`src/pong_pkg.sv`:
```
package pong_pkg;

  // **************************************************
  // raster and colour types
  // **************************************************

  typedef logic [9:0] coord_t;   // column or row index.
  typedef logic [2:0] rgb_t;     // one colour channel.

  typedef struct packed {
    logic up;
    logic down;
  } paddle_cmd_t;

  // hsync and vsync are high inside the active columns and rows.
  typedef struct packed {
    coord_t col;
    coord_t row;
    logic   hsync;
    logic   vsync;
  } scan_t;

  typedef struct packed {
    rgb_t red;
    rgb_t grn;
    rgb_t blu;
  } pixel_t;

  typedef enum logic {
    ST_IDLE,
    ST_PLAY
  } game_state_e;

endpackage

```
`src/debounce_switch.sv`:
```
`timescale 1ns/100ps

module debounce_switch #(
  parameter int DEBOUNCE_LIMIT = 250000
) (
  input  logic i_clk,
  input  logic i_reset,
  input  logic i_switch,
  output logic o_switch
);

  localparam int CW = $clog2(DEBOUNCE_LIMIT + 1);

  logic [CW-1:0] r_count;

  always_ff @(posedge i_clk) begin
    if (i_reset) begin
      r_count  <= '0;
      o_switch <= 1'b0;
    end else if (i_switch != o_switch && r_count < CW'(DEBOUNCE_LIMIT - 1)) begin
      r_count <= r_count + 1'b1;                 // input held away from the stored level.
    end else if (r_count == CW'(DEBOUNCE_LIMIT - 1)) begin
      o_switch <= i_switch;
      r_count  <= '0;
    end else begin
      r_count <= '0;                             // bounced back, start over.
    end
  end

endmodule

```
`src/uart_rx.sv`:
```
`timescale 1ns/100ps

module uart_rx #(
  parameter int CLKS_PER_BIT = 217
) (
  input  logic i_clk,
  input  logic i_reset,
  input  logic i_serial,
  output byte  o_byte,
  output logic o_valid
);

  localparam int CW = $clog2(CLKS_PER_BIT);

  typedef enum logic [2:0] {
    RX_IDLE,
    RX_START,
    RX_DATA,
    RX_STOP,
    RX_CLEANUP
  } rx_state_e;

  rx_state_e     r_state;
  logic [CW-1:0] r_clk_count;
  logic [2:0]    r_bit_idx;

  // **************************************************
  // 8N1 receive state machine
  // **************************************************

  always_ff @(posedge i_clk) begin
    if (i_reset) begin
      r_state     <= RX_IDLE;
      r_clk_count <= '0;
      r_bit_idx   <= '0;
      o_valid     <= 1'b0;
    end else begin
      o_valid <= 1'b0;
      case (r_state)
        RX_IDLE: begin
          r_clk_count <= '0;
          r_bit_idx   <= '0;
          if (!i_serial) begin
            r_state <= RX_START;
          end
        end
        RX_START: begin
          if (r_clk_count == CW'((CLKS_PER_BIT - 1) / 2)) begin
            r_clk_count <= '0;
            r_state     <= i_serial ? RX_IDLE : RX_DATA;   // a glitch goes back to idle.
          end else begin
            r_clk_count <= r_clk_count + 1'b1;
          end
        end
        RX_DATA: begin
          if (r_clk_count < CW'(CLKS_PER_BIT - 1)) begin
            r_clk_count <= r_clk_count + 1'b1;
          end else begin
            r_clk_count       <= '0;
            o_byte[r_bit_idx] <= i_serial;                  // lsb arrives first.
            r_bit_idx         <= r_bit_idx + 1'b1;
            if (r_bit_idx == 3'd7) begin
              r_state <= RX_STOP;
            end
          end
        end
        RX_STOP: begin
          if (r_clk_count < CW'(CLKS_PER_BIT - 1)) begin
            r_clk_count <= r_clk_count + 1'b1;
          end else begin
            r_clk_count <= '0;
            o_valid     <= i_serial;                        // framing error gives no pulse.
            r_state     <= RX_CLEANUP;
          end
        end
        RX_CLEANUP: begin
          if (i_serial) begin
            r_state <= RX_IDLE;                             // wait out a low stop bit.
          end
        end
        default: r_state <= RX_IDLE;
      endcase
    end
  end

endmodule

```
`src/sync_pulse.sv`:
```
`timescale 1ns/100ps

module sync_pulse
  import pong_pkg::*;
#(
  parameter int TOTAL_COLS  = 800,
  parameter int TOTAL_ROWS  = 525,
  parameter int ACTIVE_COLS = 640,
  parameter int ACTIVE_ROWS = 480
) (
  input  logic  i_clk,
  input  logic  i_reset,
  output scan_t o_scan
);

  localparam coord_t COL_LAST = coord_t'(TOTAL_COLS - 1);
  localparam coord_t ROW_LAST = coord_t'(TOTAL_ROWS - 1);

  coord_t r_col;
  coord_t r_row;

  always_ff @(posedge i_clk) begin
    if (i_reset) begin
      r_col <= '0;
      r_row <= '0;
    end else if (r_col == COL_LAST) begin
      r_col <= '0;
      r_row <= (r_row == ROW_LAST) ? '0 : r_row + 1'b1;
    end else begin
      r_col <= r_col + 1'b1;
    end
  end

  always_comb begin
    o_scan.col   = r_col;
    o_scan.row   = r_row;
    o_scan.hsync = (r_col < coord_t'(ACTIVE_COLS));
    o_scan.vsync = (r_row < coord_t'(ACTIVE_ROWS));
  end

endmodule

```
`src/pong_paddle.sv`:
```
`timescale 1ns/100ps

module pong_paddle
  import pong_pkg::*;
#(
  parameter int ACTIVE_ROWS   = 480,
  parameter int PADDLE_HEIGHT = 60
) (
  input  logic        i_clk,
  input  logic        i_reset,
  input  logic        i_frame,
  input  paddle_cmd_t i_cmd,
  output coord_t      o_top
);

  localparam coord_t TOP_MAX = coord_t'(ACTIVE_ROWS - PADDLE_HEIGHT);

  always_ff @(posedge i_clk) begin
    if (i_reset) begin
      o_top <= TOP_MAX >> 1;                     // start centred.
    end else if (i_frame) begin
      if (i_cmd.up && !i_cmd.down && o_top != '0) begin
        o_top <= o_top - 1'b1;
      end else if (i_cmd.down && !i_cmd.up && o_top < TOP_MAX) begin
        o_top <= o_top + 1'b1;
      end
    end
  end

endmodule

```
`src/game_main.sv`:
```
`timescale 1ns/100ps

module game_main
  import pong_pkg::*;
#(
  parameter int TOTAL_COLS    = 800,
  parameter int TOTAL_ROWS    = 525,
  parameter int ACTIVE_COLS   = 640,
  parameter int ACTIVE_ROWS   = 480,
  parameter int PADDLE_HEIGHT = 60
) (
  input  logic        i_clk,
  input  logic        i_reset,
  input  logic        i_start,
  input  paddle_cmd_t i_cmd_1,
  input  paddle_cmd_t i_cmd_2,
  input  scan_t       i_scan,
  output scan_t       o_scan,
  output pixel_t      o_pixel
);

  localparam coord_t BALL_COL0 = coord_t'(ACTIVE_COLS / 2);
  localparam coord_t BALL_ROW0 = coord_t'(ACTIVE_ROWS / 2);
  localparam coord_t COL_LEFT  = coord_t'(1);
  localparam coord_t COL_RIGHT = coord_t'(ACTIVE_COLS - 2);
  localparam coord_t PAD_COL_2 = coord_t'(ACTIVE_COLS - 1);
  localparam coord_t ROW_LAST  = coord_t'(ACTIVE_ROWS - 1);

  game_state_e r_state;
  coord_t      r_ball_col;
  coord_t      r_ball_row;
  logic        r_dir_col;                        // 1 moves toward higher columns.
  logic        r_dir_row;
  logic        w_frame;
  logic        w_dir_col;
  logic        w_dir_row;
  logic        w_miss;
  coord_t      w_top_1;
  coord_t      w_top_2;
  pixel_t      w_pixel;

  function automatic logic covers(input coord_t row, input coord_t top);
    return (row >= top) && (32'(row) < 32'(top) + PADDLE_HEIGHT);
  endfunction

  assign w_frame = (i_scan.col == coord_t'(TOTAL_COLS - 1)) &&
                   (i_scan.row == coord_t'(TOTAL_ROWS - 1));

  pong_paddle #(
    .ACTIVE_ROWS  (ACTIVE_ROWS),
    .PADDLE_HEIGHT(PADDLE_HEIGHT)
  ) paddle_1_inst (
    .i_clk  (i_clk),
    .i_reset(i_reset),
    .i_frame(w_frame),
    .i_cmd  (i_cmd_1),
    .o_top  (w_top_1)
  );

  pong_paddle #(
    .ACTIVE_ROWS  (ACTIVE_ROWS),
    .PADDLE_HEIGHT(PADDLE_HEIGHT)
  ) paddle_2_inst (
    .i_clk  (i_clk),
    .i_reset(i_reset),
    .i_frame(w_frame),
    .i_cmd  (i_cmd_2),
    .o_top  (w_top_2)
  );

  // **************************************************
  // ball direction and state machine
  // **************************************************

  always_comb begin
    w_dir_row = r_dir_row;
    w_dir_col = r_dir_col;
    w_miss    = 1'b0;
    if (r_ball_row == '0) begin
      w_dir_row = 1'b1;
    end else if (r_ball_row == ROW_LAST) begin
      w_dir_row = 1'b0;
    end
    if (r_ball_col == COL_LEFT) begin
      if (covers(r_ball_row, w_top_1)) w_dir_col = 1'b1;
      else w_miss = 1'b1;
    end else if (r_ball_col == COL_RIGHT) begin
      if (covers(r_ball_row, w_top_2)) w_dir_col = 1'b0;
      else w_miss = 1'b1;
    end
  end

  always_ff @(posedge i_clk) begin
    if (i_reset) begin
      r_state    <= ST_IDLE;
      r_ball_col <= BALL_COL0;
      r_ball_row <= BALL_ROW0;
      r_dir_col  <= 1'b1;
      r_dir_row  <= 1'b1;
    end else begin
      case (r_state)
        ST_IDLE: begin
          r_ball_col <= BALL_COL0;
          r_ball_row <= BALL_ROW0;
          if (i_start) begin
            r_state   <= ST_PLAY;
            r_dir_col <= 1'b1;
            r_dir_row <= 1'b1;
          end
        end
        ST_PLAY: begin
          if (w_frame && w_miss) begin
            r_state    <= ST_IDLE;
            r_ball_col <= BALL_COL0;
            r_ball_row <= BALL_ROW0;
          end else if (w_frame) begin
            r_dir_col  <= w_dir_col;
            r_dir_row  <= w_dir_row;
            r_ball_col <= w_dir_col ? r_ball_col + 1'b1 : r_ball_col - 1'b1;
            r_ball_row <= w_dir_row ? r_ball_row + 1'b1 : r_ball_row - 1'b1;
          end
        end
        default: r_state <= ST_IDLE;
      endcase
    end
  end

  // **************************************************
  // drawing
  // **************************************************

  always_comb begin
    w_pixel = '0;
    if ((i_scan.col == '0 && covers(i_scan.row, w_top_1)) ||
        (i_scan.col == PAD_COL_2 && covers(i_scan.row, w_top_2))) begin
      w_pixel = '1;
    end else if (i_scan.col == r_ball_col && i_scan.row == r_ball_row) begin
      w_pixel.grn = '1;
    end
  end

  always_ff @(posedge i_clk) begin
    o_scan  <= i_scan;                           // keeps scan aligned with the pixel.
    o_pixel <= w_pixel;
  end

endmodule

```
`src/sync_porch.sv`:
```
`timescale 1ns/100ps

module sync_porch
  import pong_pkg::*;
#(
  parameter int TOTAL_COLS    = 800,
  parameter int TOTAL_ROWS    = 525,
  parameter int ACTIVE_COLS   = 640,
  parameter int ACTIVE_ROWS   = 480,
  parameter int FRONT_PORCH_H = 16,
  parameter int SYNC_WIDTH_H  = 96,
  parameter int FRONT_PORCH_V = 10,
  parameter int SYNC_WIDTH_V  = 2
) (
  input  logic   i_clk,
  input  logic   i_reset,
  input  scan_t  i_scan,
  input  pixel_t i_pixel,
  output logic   o_hsync,
  output logic   o_vsync,
  output rgb_t   o_red,
  output rgb_t   o_grn,
  output rgb_t   o_blu
);

  localparam int     H_END_RAW    = ACTIVE_COLS + FRONT_PORCH_H + SYNC_WIDTH_H;
  localparam int     V_END_RAW    = ACTIVE_ROWS + FRONT_PORCH_V + SYNC_WIDTH_V;
  localparam coord_t H_SYNC_START = coord_t'(ACTIVE_COLS + FRONT_PORCH_H);
  localparam coord_t V_SYNC_START = coord_t'(ACTIVE_ROWS + FRONT_PORCH_V);
  localparam coord_t H_SYNC_END   = coord_t'((H_END_RAW > TOTAL_COLS) ? TOTAL_COLS : H_END_RAW);
  localparam coord_t V_SYNC_END   = coord_t'((V_END_RAW > TOTAL_ROWS) ? TOTAL_ROWS : V_END_RAW);

  logic w_hpulse;
  logic w_vpulse;
  logic w_active;

  assign w_hpulse = (i_scan.col >= H_SYNC_START) && (i_scan.col < H_SYNC_END);
  assign w_vpulse = (i_scan.row >= V_SYNC_START) && (i_scan.row < V_SYNC_END);
  assign w_active = i_scan.hsync && i_scan.vsync;

  always_ff @(posedge i_clk) begin
    if (i_reset) begin
      o_hsync <= 1'b1;                           // sync is active low.
      o_vsync <= 1'b1;
      o_red   <= '0;
      o_grn   <= '0;
      o_blu   <= '0;
    end else begin
      o_hsync <= ~w_hpulse;
      o_vsync <= ~w_vpulse;
      o_red   <= w_active ? i_pixel.red : '0;
      o_grn   <= w_active ? i_pixel.grn : '0;
      o_blu   <= w_active ? i_pixel.blu : '0;
    end
  end

endmodule

```
`src/pong_main.sv`:
```
`timescale 1ns/100ps

module pong_main
  import pong_pkg::*;
#(
  parameter int TOTAL_COLS     = 800,
  parameter int TOTAL_ROWS     = 525,
  parameter int ACTIVE_COLS    = 640,
  parameter int ACTIVE_ROWS    = 480,
  parameter int FRONT_PORCH_H  = 16,
  parameter int SYNC_WIDTH_H   = 96,
  parameter int FRONT_PORCH_V  = 10,
  parameter int SYNC_WIDTH_V   = 2,
  parameter int PADDLE_HEIGHT  = 60,
  parameter int DEBOUNCE_LIMIT = 250000,
  parameter int CLKS_PER_BIT   = 217
) (
  input  logic i_clk,
  input  logic i_reset,
  input  logic i_switch_1,
  input  logic i_switch_2,
  input  logic i_switch_3,
  input  logic i_switch_4,
  input  logic i_uart_rx,
  output logic o_vga_hsync,
  output logic o_vga_vsync,
  output rgb_t o_vga_red,
  output rgb_t o_vga_grn,
  output rgb_t o_vga_blu
);

  wire paddle_cmd_t w_cmd_1;
  wire paddle_cmd_t w_cmd_2;
  wire logic        w_start;
  wire scan_t       w_scan;
  wire scan_t       w_scan_game;
  wire pixel_t      w_pixel;

  // **************************************************
  // decode
  // **************************************************

  debounce_switch #(.DEBOUNCE_LIMIT(DEBOUNCE_LIMIT)) switch_1_inst (
    .i_clk(i_clk), .i_reset(i_reset), .i_switch(i_switch_1), .o_switch(w_cmd_1.up));

  debounce_switch #(.DEBOUNCE_LIMIT(DEBOUNCE_LIMIT)) switch_2_inst (
    .i_clk(i_clk), .i_reset(i_reset), .i_switch(i_switch_2), .o_switch(w_cmd_1.down));

  debounce_switch #(.DEBOUNCE_LIMIT(DEBOUNCE_LIMIT)) switch_3_inst (
    .i_clk(i_clk), .i_reset(i_reset), .i_switch(i_switch_3), .o_switch(w_cmd_2.up));

  debounce_switch #(.DEBOUNCE_LIMIT(DEBOUNCE_LIMIT)) switch_4_inst (
    .i_clk(i_clk), .i_reset(i_reset), .i_switch(i_switch_4), .o_switch(w_cmd_2.down));

  uart_rx #(.CLKS_PER_BIT(CLKS_PER_BIT)) uart_rx_inst (
    .i_clk   (i_clk),
    .i_reset (i_reset),
    .i_serial(i_uart_rx),
    .o_byte  (),                                 // any byte serves the ball.
    .o_valid (w_start)
  );

  // **************************************************
  // execute
  // **************************************************

  sync_pulse #(
    .TOTAL_COLS(TOTAL_COLS), .TOTAL_ROWS(TOTAL_ROWS),
    .ACTIVE_COLS(ACTIVE_COLS), .ACTIVE_ROWS(ACTIVE_ROWS)
  ) sync_pulse_inst (
    .i_clk(i_clk), .i_reset(i_reset), .o_scan(w_scan));

  game_main #(
    .TOTAL_COLS(TOTAL_COLS), .TOTAL_ROWS(TOTAL_ROWS),
    .ACTIVE_COLS(ACTIVE_COLS), .ACTIVE_ROWS(ACTIVE_ROWS),
    .PADDLE_HEIGHT(PADDLE_HEIGHT)
  ) game_main_inst (
    .i_clk  (i_clk),
    .i_reset(i_reset),
    .i_start(w_start),
    .i_cmd_1(w_cmd_1),
    .i_cmd_2(w_cmd_2),
    .i_scan (w_scan),
    .o_scan (w_scan_game),
    .o_pixel(w_pixel)
  );

  // **************************************************
  // result
  // **************************************************

  sync_porch #(
    .TOTAL_COLS(TOTAL_COLS), .TOTAL_ROWS(TOTAL_ROWS),
    .ACTIVE_COLS(ACTIVE_COLS), .ACTIVE_ROWS(ACTIVE_ROWS),
    .FRONT_PORCH_H(FRONT_PORCH_H), .SYNC_WIDTH_H(SYNC_WIDTH_H),
    .FRONT_PORCH_V(FRONT_PORCH_V), .SYNC_WIDTH_V(SYNC_WIDTH_V)
  ) sync_porch_inst (
    .i_clk  (i_clk),
    .i_reset(i_reset),
    .i_scan (w_scan_game),
    .i_pixel(w_pixel),
    .o_hsync(o_vga_hsync),
    .o_vsync(o_vga_vsync),
    .o_red  (o_vga_red),
    .o_grn  (o_vga_grn),
    .o_blu  (o_vga_blu)
  );

endmodule

```
`config.mk`:
```
export PLATFORM = sky130hd
export DESIGN_NAME = pong_main
export DESIGN_NICKNAME = d
export VERILOG_FILES = /design/src/pong_pkg.sv /design/src/debounce_switch.sv /design/src/uart_rx.sv /design/src/sync_pulse.sv /design/src/pong_paddle.sv /design/src/game_main.sv /design/src/sync_porch.sv /design/src/pong_main.sv
export SDC_FILE = /design/constraint.sdc
export NUM_CORES = 1
export LEC_CHECK = 0
export BUFFER_PORTS_ARGS = -buffer_cell sky130_fd_sc_hd__clkbuf_2
export CAP_MARGIN = 5
export CORE_UTILIZATION = 30
export CTS_CLUSTER_DIAMETER = 150
export DETAILED_ROUTE_END_ITERATION = 8
export SLEW_MARGIN = 0
export SYNTH_ARGS = -nofsm -noshare
export SYNTH_HDL_FRONTEND = slang
export SYNTH_HIERARCHICAL = 1
export SYNTH_SLANG_ARGS = --single-unit
```
`constraint.sdc`:
```
create_clock -name i_clk -period 3.9 [get_ports i_clk]
set_clock_uncertainty 0.05 [all_clocks]
set_input_delay 0.585 -clock i_clk [delete_from_list [all_inputs] [get_ports i_clk]]
set_output_delay 0.585 -clock i_clk [all_outputs]
set_load 0.05 [all_outputs]
```
==> impl_metrics.ini, run 1 <==
[run_status]
status = finished clean

[sta]
slew_headroom_pct = 42.4
grt_setup_unrepaired = no
min_period_ns = 3.54
setup_viol = 0
tightest_slew_ns = 0.864
drv_slew = 0
max_freq_ghz = 0.283
fin_crit_sh_pct = 90.7
hold_violations = 0
fin_tns_setup_ns = 0

[placement]
dpl.hpwl_um = 18600
place.port_buffers = 17
gp_congestion = 0.855

[setup_path]
worst_path_largest_cell_delay_ns = 0.60
path_common_cell = o21ai_0
worstPathArrival_ns = 3.86
cp-startpoint = game_main_inst/r_ball_row[1]$_SDFFE_PP0P_
r2r_start = game_main_inst/r_ball_row[1]$_SDFFE_PP0P_
end_kind = register
ff2ff_path_depth = 14
crit_fanout = 10
start_kind = register
path_class = register to register
cp.required_ns = 4.22
worstPathCellList = nand3_1 -> o41ai_1 -> o21ai_0 -> inv_1 -> ha_1 -> a21oi_1 -> o211ai_1 -> o21ai_0 -> nand2b_1 -> a21oi_1 -> o21ai_0 -> xnor2_1 -> or4_1 -> a31oi_1
crit_slowest_cell = dfxtp_1

[power_and_ir_drop]
cellPowerDensity_nw_per_um2 = 296
pwr-share-seq_pct = 50.6
p_clk_share_pct = 46.4
peakVddDrop_mv = 0.291
p_comb_share_pct = 3.0
internal_power_w = 0.00285
power_w = 0.00376
leakagePower_nw = 4.87
swShare_pct = 24.2
p_switching_w = 0.000909

[yosys]
yosys_warnings = 6
synthCells = 1306
synth_fp_nets = 1425
synth_area_um2 = 11500
syn_area_per_cell_um2 = 8.82

[grt]
grt_pass1_wl_um = 43300
grt_pass1_vias = 8847
track_usage_pct = 13.5
overflow = 0
grt_max_degree = 36
antenna_found_initial = 0

[floorplanning]
die_area_um2 = 39200
row_count = 71
start_util_pct = 30.5
ios = 18
die_x_um = 198
core_area_um2 = 37800
fp.dieH_um = 198

[min_path]
hold_depth = 3
min_from = i_switch_1
min_path_type = primary input to register

[clock_network]
clkLatencyLatePin_ns = 0.44
cts_setup_buffers = 0
path_clk_slew_ns = 0.08
h-tree-depth = 4
cts_root_buf = clkbuf_16
clockBufferDepth = 2
clock-sinks = 184
cts_buffers = 17
ctsHoldBuffers = 0
cts_resized = 0
cts_tree = built

[routing]
ant_nets = 0
wl_per_cell_um = 13.8
first_pass_iters = 6
routed_via_density = 5.05
initialDrtViolationCount = 545
drc_errors = 0
wirelength_um = 25500
dr_total_vias = 9318

[final_layout]
num_antenna_cells = 0
final_layout_size_suffix_gt1_share_pct = 10.2
nets = 1441
fin_util_pct = 33.7
area.growth.synth_to_final_pct = 10.4
fill_cells = 3853

[run]
maxCapViolCount = 0
## state kept, by name (all words and copies together), names as in the netlist, 2 cells and up
| name | flops |
|---|---|
| game_main_inst/r_ball_col | 10 |
| game_main_inst/paddle_1_inst/o_top | 10 |
| game_main_inst/r_ball_row | 10 |
| switch_3_inst/r_count | 18 |
| sync_porch_inst/o_red | 3 |
| game_main_inst/paddle_2_inst/o_top | 10 |
| sync_pulse_inst/r_col | 10 |
| switch_2_inst/r_count | 18 |
| sync_porch_inst/o_grn | 3 |
| uart_rx_inst/r_clk_count | 8 |
| game_main_inst/o_scan | 17 |
| sync_pulse_inst/r_row | 10 |
| switch_4_inst/r_count | 18 |
| switch_1_inst/r_count | 18 |
| sync_porch_inst/o_blu | 3 |
| uart_rx_inst/r_bit_idx | 3 |
| uart_rx_inst/r_state | 3 |
| game_main_inst/o_pixel | 2 |
## layer usage
layer / wire (um) / up-vias / global-route usage [%]
li1: - / 4782 / -
met1: 12400 / 4373 / 17.4
met2: 12000 / 141 / 22.7
met3: 752 / 22 / 2.50
met4: 393 / 0 / 4.68
met5: 0 / - / 0
## worst paths after layout
path	endpoint	slack, ns
max	game_main_inst/r_ball_row[9]$_SDFFE_PP0P_	0.36
min reg2reg	sync_porch_inst/o_vsync$_SDFF_PP1_	0.37
min	switch_1_inst/o_switch$_SDFFE_PP0P_	0.37
max reg2reg	game_main_inst/r_ball_row[9]$_SDFFE_PP0P_	0.36
## placed cells by master (no fill, tap or decap), drive strengths merged, types with 35 or more instances in the layout
cell type and instances:
nor2 127, clkbuf 35, o21ai 61, nand3 43, inv 78, nand2 62
xnor2 76, xor2 48, dfxtp 184, ha 109, a21oi 90, nand4 38
## power groups by stage
| stage | sequential, W | clock [W] | combinational (W) |
|---|---|---|---|
| 2_1_floorplan | 0.00194 | 0 | 0.0000907 |
| 3_3_place_gp | 0.00195 | 0 | 0.000110 |
| 3_5_place_dp | 0.00195 | 0 | 0.000112 |
| 4_1_cts | 0.00190 | 0.00181 | 0.000112 |
| 5_1_grt | 0.00190 | 0.00189 | 0.000124 |
| 6_report | 0.00190 | 0.00175 | 0.000111 |
## stage by stage
stage	setup WS (ns)	instance area (um^2)	hold slack, ns	instances
final	0.364	12700	0.372	1846
after global routing	0.0596	12700	0.367	1846
after CTS	0.376	12700	0.344	1846
after detailed placement	0.415	12100	0.367	1814
after global placement	0.473	12100	0.360	1814
after floorplan	0.725	11500	0.328	1306
## critical path: cells and delay by family (launching register included)
family / cells / cell delay [ns]
AND/OR/NAND/NOR: 3 / 0.61
buffers and inverters: 1 / 0.30
adder cells (fa/ha/maj): 1 / 0.30
flip-flops: 1 / 0.60
AO/OA/AOI/OAI: 8 / 1.45
XOR/XNOR: 1 / 0.15
## area by class of cell
cell class,count,area (um^2),area share (%)
multi-input cells,1007,7260,57.1
flip-flops and latches,184,3680,29.0
well taps,511,639,5.03
clock buffers,18,439,3.45
repair buffers,42,273,2.14
inverters,70,263,2.07
clock inverters,14,156,1.23
(Power assumes the default switching activity.)
==> run 2, diff against run 1 <==
--- a/config.mk
+++ b/config.mk
@@ -7,11 +7,12 @@
 export LEC_CHECK = 0
 export BUFFER_PORTS_ARGS = -buffer_cell sky130_fd_sc_hd__clkbuf_2
 export CAP_MARGIN = 5
-export CORE_UTILIZATION = 30
+export CORE_ASPECT_RATIO = 0.7
+export CORE_UTILIZATION = 64
 export CTS_CLUSTER_DIAMETER = 150
 export DETAILED_ROUTE_END_ITERATION = 8
+export PLACE_DENSITY = 0.81
 export SLEW_MARGIN = 0
 export SYNTH_ARGS = -nofsm -noshare
 export SYNTH_HDL_FRONTEND = slang
-export SYNTH_HIERARCHICAL = 1
 export SYNTH_SLANG_ARGS = --single-unit
==> run 2 against run 1 <==
Compared with the run above:
- maximum frequency down 3.9%
- critical path depth increased by 1
- synthesized cell count fell by 4.7%
- first-iteration DRC count increased by 29%
- sequential power shrank 4%
- worst setup slack got worse by 0.14 ns
==> impl_metrics.ini, run 2 <==
[final_layout]
nets = 1384
area.growth.synth_to_final_pct = 9.04
fill_cells = 1275
final_common_cell = nor2_1
final_layout_size_suffix_gt1_share_pct = 8.61
num_antenna_cells = 0
final_cell_mix = nor2_1 (186), dfxtp_1 (176), ha_1 (108)

[grt]
grt_pass1_vias = 8081
grt_pass1_wl_um = 38800
grt_max_degree = 24
antenna_found_initial = 0
track_usage_pct = 28.5
overflow = 0

[routing]
first_pass_iters = 5
wirelength_um = 23300
ant_nets = 0
drc_errors = 0
wl_per_cell_um = 15.5
initialDrtViolationCount = 704
routed_via_density = 5.80
dr_total_vias = 8719

[sta]
final_critical_path_setup_slack_ns = 0.219
holdWs_ns = 0.326
fin_crit_sh_pct = 94.4
drv_slew = 0
grt_setup_unrepaired = no
max_freq_ghz = 0.272
tightest_slew_ns = 0.764
slew_headroom_pct = 49.1
fin_tns_setup_ns = 0
hold_violations = 0
setup_viol = 0
min_period_ns = 3.68

[setup_path]
crit_slowest_cell = or3b_4
end_kind = register
cp-startpoint = game_main_inst.paddle_2_inst.o_top[2]$_SDFFE_PP0P_
r2r_start = game_main_inst.paddle_2_inst.o_top[2]$_SDFFE_PP0P_
worst_path_largest_cell_delay_ns = 0.40
worstPathCellList = inv_1 -> ha_2 -> or3b_4 -> o41ai_4 -> inv_2 -> ha_1 -> a21o_1 -> a21oi_2 -> nor2b_1 -> o21a_1 -> o41a_1 -> a21o_1 -> a21oi_2 -> mux2i_1 -> mux2_1
cp.required_ns = 4.17
path_class = register to register
start_kind = register
worstPathArrival_ns = 3.95
crit_fanout = 4

[placement]
place.port_buffers = 17
dpl.hpwl_um = 17000
gp_congestion = 0.891
pre_cts_ws_ns = 0.123

[yosys]
yosys_warnings = 0
syn_area_per_cell_um2 = 8.54
seq_area_frac_synth_pct = 33.3
synth-simple-area-share_pct = 22.5
synth_edf_count = 0
synth_area_um2 = 10600
async_flop_share_pct = 0
synth_top_family_by_area = simple AND/OR/NAND/NOR gates
synth_mux_area_share_pct = 1.97
synth_fp_nets = 1364
synthAdderAreaFrac_pct = 13.5
synthCells = 1245
synth.ff_latch_count = 177
synth_area_leaders = dfxtp_1 (33%), ha_1 (13%), xnor2_1 (6.9%), nor2_1 (6.6%), xor2_1 (5.4%)
synth_xor_xnor_area_share_pct = 12.3
ys.flop_type = dfxtp_1
synth_cell_type_count = 79
synth_common_cells = nor2_1 (186), dfxtp_1 (177), ha_1 (109), xnor2_1 (84), nand2_1 (81)
synth_most_common_cell = nor2_1
netlist.area_leader.share_pct = 33.3
synth_compound_area_share_pct = 12.2
synth_top_area_cell = dfxtp_1

[power_and_ir_drop]
leakagePower_nw = 4.71
internal_power_w = 0.00277
swShare_pct = 22.8
p_clk_share_pct = 46.7
pwr-share-seq_pct = 50.9
cellPowerDensity_nw_per_um2 = 310
p_switching_w = 0.000820
p_comb_share_pct = 2.4
peakVddDrop_mv = 0.253

[clock_network]
cts_root_buf = clkbuf_16
clock-sinks = 177
cts_buffers = 17
clkLatencyLatePin_ns = 0.43
cts_setup_buffers = 0
path_clk_slew_ns = 0.07
cts_tree = built
h-tree-depth = 4
clockBufferDepth = 2

[floorplanning]
die_area_um2 = 17100
row_count = 39
core_area_um2 = 16300
die_x_um = 156
ios = 18
start_util_pct = 65.2
fp.dieH_um = 110

[run]
maxCapViolCount = 0

[run_status]
status = finished clean

[min_path]
min_from = game_main_inst.o_scan[5]$_DFF_P_
min_path_type = register to register
==> run 2: worst paths after layout <==
check                                                       endpoint  slack (ns)  depth (start not counted)
setup reg to reg  game_main_inst.paddle_2_inst.o_top[9]$_SDFFE_PP0P_        0.22                         15
setup / recovery  game_main_inst.paddle_2_inst.o_top[9]$_SDFFE_PP0P_        0.22                         15
hold / removal                    sync_porch_inst.o_vsync$_SDFF_PP1_        0.33                          1
hold reg to reg                   sync_porch_inst.o_vsync$_SDFF_PP1_        0.33                          1
==> run 2: power groups by stage <==
stage | registers (W) | clock network [W] | logic [W]
detailed placement | 0.00187 | 0 | 0.0000841
floorplan | 0.00186 | 0 | 0.0000622
finish | 0.00183 | 0.00168 | 0.0000849
global placement | 0.00187 | 0 | 0.0000825
global route | 0.00183 | 0.00179 | 0.0000966
CTS | 0.00183 | 0.00171 | 0.0000848
==> run 2: timing repair <==
action,in CTS,in global routing
resized for setup,0,8
setup endpoints to repair,0,3
hold buffers,0,0
==> run 2: routing by layer <==
| layer | global-route usage [%] | wire, um |
|---|---|---|
| met4 | 8.47 | 441 |
| met5 | 0 | 0 |
| met3 | 6.27 | 1550 |
| met2 | 42.5 | 9570 |
| met1 | 41.0 | 11700 |
==> run 2: through the flow <==
stage / instances / utilization (%) / power, W / instance area, um^2
after floorplan: 1245 / - / 0.00193 / 10600
after global placement: 1471 / 67.4 / 0.00195 / 11000
after detailed placement: 1471 / 67.4 / 0.00195 / 11000
after CTS: 1502 / 71.0 / 0.00362 / 11600
after global routing: 1502 / 71.1 / 0.00371 / 11600
final: 1502 / 71.1 / 0.00359 / 11600
==> run 2: logic make-up after synthesis <==
family / Yosys count
adder cells (fa/ha/maj): 113
XOR/XNOR: 149
multiplexers: 20
flip-flops: 177
buffers and inverters: 102
AND/OR/NAND/NOR: 489
AO/OA/AOI/OAI: 195
==> run 2: layout make-up <==
class	count	area, um^2	share of cell area, %
multi-input combinational	966	6670	57.5
sequential	177	3540	30.6
clock buffer	20	457	3.94
timing repair buffer	46	303	2.61
tap	225	282	2.43
inverter	57	214	1.85
clock inverter	11	124	1.07
==> run 2: critical path: cells and delay by family (launching register included) <==
kind	cells	cell delay, ns
compound gates	7	1.52
fa+ha+maj	2	0.50
buf+inv	2	0.21
flops	1	0.31
mux	2	0.54
simple gates	2	0.46
